===== src/hdl/fetchPkg.sv =====
// Shared types for the branch and PC front end
// Word types, branch opcodes, forwarding select and the command and item records
package fetchPkg;

   // Data or instruction word
   typedef logic [31:0] dataWord;

   // Word address, byte address without its two low bits
   typedef logic [29:0] pcWord;

   // Major opcode and register field
   typedef logic [5:0] opcodeT;
   typedef logic [4:0] regAddr;

   // Unconditional branch, register and immediate forms
   localparam opcodeT opBru  = 6'o46;
   localparam opcodeT opBrui = 6'o56;

   // Conditional branch, register and immediate forms
   localparam opcodeT opBcc  = 6'o47;
   localparam opcodeT opBcci = 6'o57;

   // Return with delay slot
   localparam opcodeT opRtd  = 6'o55;

   // Immediate prefix for the next instruction
   localparam opcodeT opImm  = 6'o54;

   // Source of the compared operand
   typedef enum logic [1:0] {
      fwdReg  = 2'd0,   // register file read
      fwdAlu  = 2'd1,   // ALU result of the instruction ahead
      fwdLoad = 2'd2    // load data of the instruction ahead
   } fwdSel;

   // One command from the execute side
   typedef struct packed {
      opcodeT  opc;
      regAddr  rd;
      regAddr  ra;
      fwdSel   fwd;
      dataWord regA;
      dataWord aluResult;
      dataWord loadData;
      pcWord   target;
   } branchCmd;

   // One fetched slot as seen by the consumer
   typedef struct packed {
      pcWord   pc;
      pcWord   pcLink;
      dataWord instr;
      logic    boundary;
   } fetchItem;

endpackage


===== src/hdl/fetchOutput.sv =====
// Output stage of the front end
// Lines fetched words up with their kill and boundary flags, queues two items
`timescale 1ns/1ps

module fetchOutput
   import fetchPkg::*;
(
   input  logic     gclk,
   input  logic     grst,
   input  pcWord    slotPc,
   input  pcWord    slotLink,
   input  logic     slotSkip,
   input  logic     slotBoundary,
   input  dataWord  romData,
   output logic     outValid,
   input  logic     outReady,
   output fetchItem outItem,
   output logic     stepEn
);

   // PC, link and word held one step, flags of the deciding step arrive then
   pcWord    heldPc;
   pcWord    heldLink;
   dataWord  heldData;

   // slotVld marks a real fetch behind slotPc, heldVld the same one step on
   logic     slotVld;
   logic     heldVld;

   fetchItem queue [2];
   logic     wrPtr;
   logic     rdPtr;
   logic [1:0] count;

   fetchItem newItem;
   logic     pushEn;
   logic     popEn;

   // Room for the slot coming back means at most one entry in use
   assign stepEn = (count <= 2'd1);

   assign newItem = '{pc: heldPc, pcLink: heldLink, instr: heldData, boundary: slotBoundary};

   // Killed slots never enter the queue
   assign pushEn = stepEn && heldVld && !slotSkip;
   assign popEn  = outValid && outReady;

   assign outValid = (count != 2'd0);
   assign outItem  = queue[rdPtr];

   always_ff @(posedge gclk) begin
      if (grst) begin
         slotVld <= 1'b0;
         heldVld <= 1'b0;
         wrPtr   <= 1'b0;
         rdPtr   <= 1'b0;
         count   <= 2'd0;
      end else begin
         if (stepEn) begin
            slotVld <= 1'b1;
            heldVld <= slotVld;
         end
         if (pushEn) begin
            wrPtr <= !wrPtr;
         end
         if (popEn) begin
            rdPtr <= !rdPtr;
         end
         count <= count + {1'b0, pushEn} - {1'b0, popEn};
      end
   end

   // Payload side
   always_ff @(posedge gclk) begin
      if (stepEn) begin
         heldPc   <= slotPc;
         heldLink <= slotLink;
         heldData <= romData;
      end
      if (pushEn) begin
         queue[wrPtr] <= newItem;
      end
   end

   // Item must not change under a stalled consumer
   outHeld: assert property (@(posedge gclk) disable iff (grst)
      outValid && !outReady |=> outValid && $stable(outItem))
      else $error("fetchOutput: item changed while stalled");

endmodule


===== config.mk =====
export PLATFORM = sky130hd
export DESIGN_NAME = fetchOutput
export DESIGN_NICKNAME = d
export VERILOG_FILES = /design/src/hdl/fetchPkg.sv /design/src/hdl/fetchOutput.sv
export SDC_FILE = /design/constraint.sdc
export NUM_CORES = 1
export LEC_CHECK = 0
export ABC_AREA = 1
export BUFFER_PORTS_ARGS = -buffer_cell sky130_fd_sc_hd__buf_2
export CAP_MARGIN = 30
export CORE_UTILIZATION = 59
export CTS_CLUSTER_SIZE = 24
export DETAILED_ROUTE_END_ITERATION = 10
export PLACE_DENSITY = 0.84
export SLEW_MARGIN = 10
export SYNTH_ARGS = -nofsm -noshare
export SYNTH_HDL_FRONTEND = slang
export SYNTH_SLANG_ARGS = --single-unit
export TNS_END_PERCENT = 50

===== constraint.sdc =====
create_clock -name gclk -period 11 [get_ports gclk]
set_input_delay 1.65 -clock gclk [delete_from_list [all_inputs] [get_ports gclk]]
set_output_delay 1.65 -clock gclk [all_outputs]
set_load 0.01 [all_outputs]

==> flow_metrics.py <==
metrics = {
    "status": {
        "status": "complete, no violations",
    },
    "cells_and_area": {
        "nets": 744,
        "final_util_pct": 73.5,
        "ff_latch_area_sq_um": 8490,
        "drive_above_1_share_pct": 50.8,
        "layout_commonest_cell": "edfxtp_1",
        "area_delta_synth_final_pct": 21.4,
        "stdcell_area_sq_um": 12200,
        "n_fill_cell": 976,
        "final_cell_mix": "edfxtp_1 (278), buf_2 (191), mux2_4 (70)",
        "multi_input_area_sq_um": 1450,
    },
    "place": {
        "place.gp.congestion": 0.735,
        "dp_hpwl_microns": 10600,
        "post-place-ws_ns": 7.06,
        "place_area_sq_um": 11300,
        "port_buffers": 191,
    },
    "setup_path": {
        "cp_max_fo": 43,
        "max_stage_delay_ns": 0.75,
        "cp-end-kind": "output pin",
        "path_class": "reg -> out",
        "cp_data_arrival_time_ns": 2.64,
        "cp_cell_sequence": "buf_4 > buf_16 > mux2_2 > buf_2",
        "cpMaxStageDelayCell": "dfxtp_4",
        "reg2reg_depth": 5,
        "r2r_slack_ns": 8.23,
        "crit_required_ns": 9.35,
        "start_kind": "flop",
    },
    "routing": {
        "dr.pass1.iters": 5,
        "drt_wl_total_microns": 16400,
        "vias": 4592,
        "postRouteAntennaNets": 0,
        "viasPerCell": 5.17,
        "avgRoutedWirePerCell_microns": 18.4,
        "drc": 0,
        "drt_iter0_drc": 230,
    },
    "sta": {
        "setup_viol": 0,
        "fin_skew_ns": 0.0122,
        "finalSetupTns_ns": 0,
        "setup_slack_ns": 6.71,
        "rsz0062_at_grt": "false",
        "finalHoldViolations": 0,
        "relSlewSlack_pct": 45.7,
        "hold_ws_ns": 0.442,
        "period_needed_ns": 4.29,
        "drv_slew": 0,
        "min_period_over_period_pct": 39.0,
        "worstMarginPinSlew_ns": 0.815,
        "fmax_mhz": 233,
    },
    "clocking": {
        "post_cts_resized": 0,
        "clockBufferDepth": 3,
        "clk_pin_slew_worst_paths_ns": 0.06,
        "post_cts_buffers": 0,
        "cts_made_buffers": 28,
        "cts_tree": "built",
        "cts_htree_levels": 1,
        "clock-sinks": 285,
        "cts_root_buf": "clkbuf_16",
        "clk_latency_ns": 0.52,
        "hold_buffers": 0,
    },
    "yosys": {
        "yosysSeqAreaShare_pct": 84.3,
        "syn_inst": 428,
        "ys_ff_latch": 285,
        "synth_top_area_share_pct": 82.9,
        "synth_area_leaders": "edfxtp_1 (83%), mux2_4 (10%), mux2_2 (2.6%)",
        "yosysTopAreaCell": "edfxtp_1",
        "syn-num-nets": 527,
        "yosys_warnings": 0,
        "synth_area_sq_um": 10100,
        "ys_types": 16,
        "postSynthAreaPerCell_sq_um": 23.5,
    },
    "worst_hold_path": {
        "worstHoldPathCells": 0,
        "holdCritPathClass": "reg -> reg",
    },
    "global_routing": {
        "grt_max_degree": 62,
        "grt_pass1_vias": 4746,
        "grt_usage_pct": 18.8,
        "grt_pass1_wl_microns": 24900,
        "antenna_found_initial": 3,
        "grt_overflow_total": 0,
    },
    "power_and_ir_drop": {
        "p_per_area_nw_per_um2": 238,
        "leakage_nw": 4.65,
        "vdd_drop_max_mv": 0.160,
    },
    "die": {
        "ios": 192,
        "die_h_microns": 133,
        "die-area_sq_um": 17600,
        "initial_core_util_pct": 60.5,
        "core_area_sq_um": 16600,
        "num_rows": 47,
        "die_width_microns": 133,
    },
    "job": {
        "drv_cap": 0,
    },
}
==> critical path: cells and delay by family, from the launching register on <==
family,cells,cell delay (ns)
buffers and inverters,3,0.86
flip-flops,1,0.75
multiplexers,1,0.39
==> final timing paths <==
path | to | start
hold reg to reg | queue[0][76]$_DFFE_PP_ | heldPc[13]$_DFFE_PN_
hold / removal | queue[0][76]$_DFFE_PP_ | heldPc[13]$_DFFE_PN_
setup / recovery | outItem[14] | flop
setup reg to reg | queue[0][26]$_DFFE_PP_ | count[1]$_SDFF_PP0_
==> routing by layer <==
metal	vias to the layer above	track usage, %	wire length, microns
met5	-	0	30
met4	4	6.70	522
li1	2112	-	-
met1	2249	22.5	6400
met2	176	32.5	8360
met3	51	5.33	1060
==> power breakdown <==
part / internal (mW) / switching, mW
clock network: 0.550 / 0.370
registers: 1.43 / 0.0799
logic: 0.232 / 0.257
total: 2.21 / 0.707
==> through the flow <==
stage	total power, mW	cells
3_5_place_dp	2.02	834
4_1_cts	2.94	886
5_1_grt	3.02	887
3_3_place_gp	1.98	833
2_1_floorplan	1.85	428
6_report	2.91	888
==> state kept, by name, summed over array words and instances (netlist names), named ones only <==
signal and flops:
count 2, heldData 32, heldLink 30, heldPc 30, heldVld 1, queue 186
rdPtr 1, slotVld 1, wrPtr 1
==> cell families after synthesis <==
| logic type | share of synthesized area, % |
|---|---|
| AO/OA/AOI/OAI | 0.0993 |
| adder cells (fa/ha/maj) | 0.248 |
| buffers and inverters | 1.40 |
| flip-flops | 84.3 |
| multiplexers | 13.0 |
| AND/OR/NAND/NOR | 0.957 |
==> synth_stat cells (all sizes together) <==
cell / count
edfxtp: 278
mux2: 93
nor2: 13
inv: 11
buf: 10
dfxtp: 7
nand2: 7
nand3: 3
ha: 2
a21oi: 1
clkinv: 1
nand4: 1
o21ai: 1
==> area by class of cell <==
class | instances | share of cell area, %
clock inverters | 15 | 1.12
inverters | 12 | 0.409
clock buffers | 37 | 6.43
multi-input cells | 121 | 11.9
repair buffers | 197 | 8.45
diodes | 1 | 0.0205
well taps | 220 | 2.25
flip-flops and latches | 285 | 69.5
Note: power is estimated with default switching activity, not from simulation.
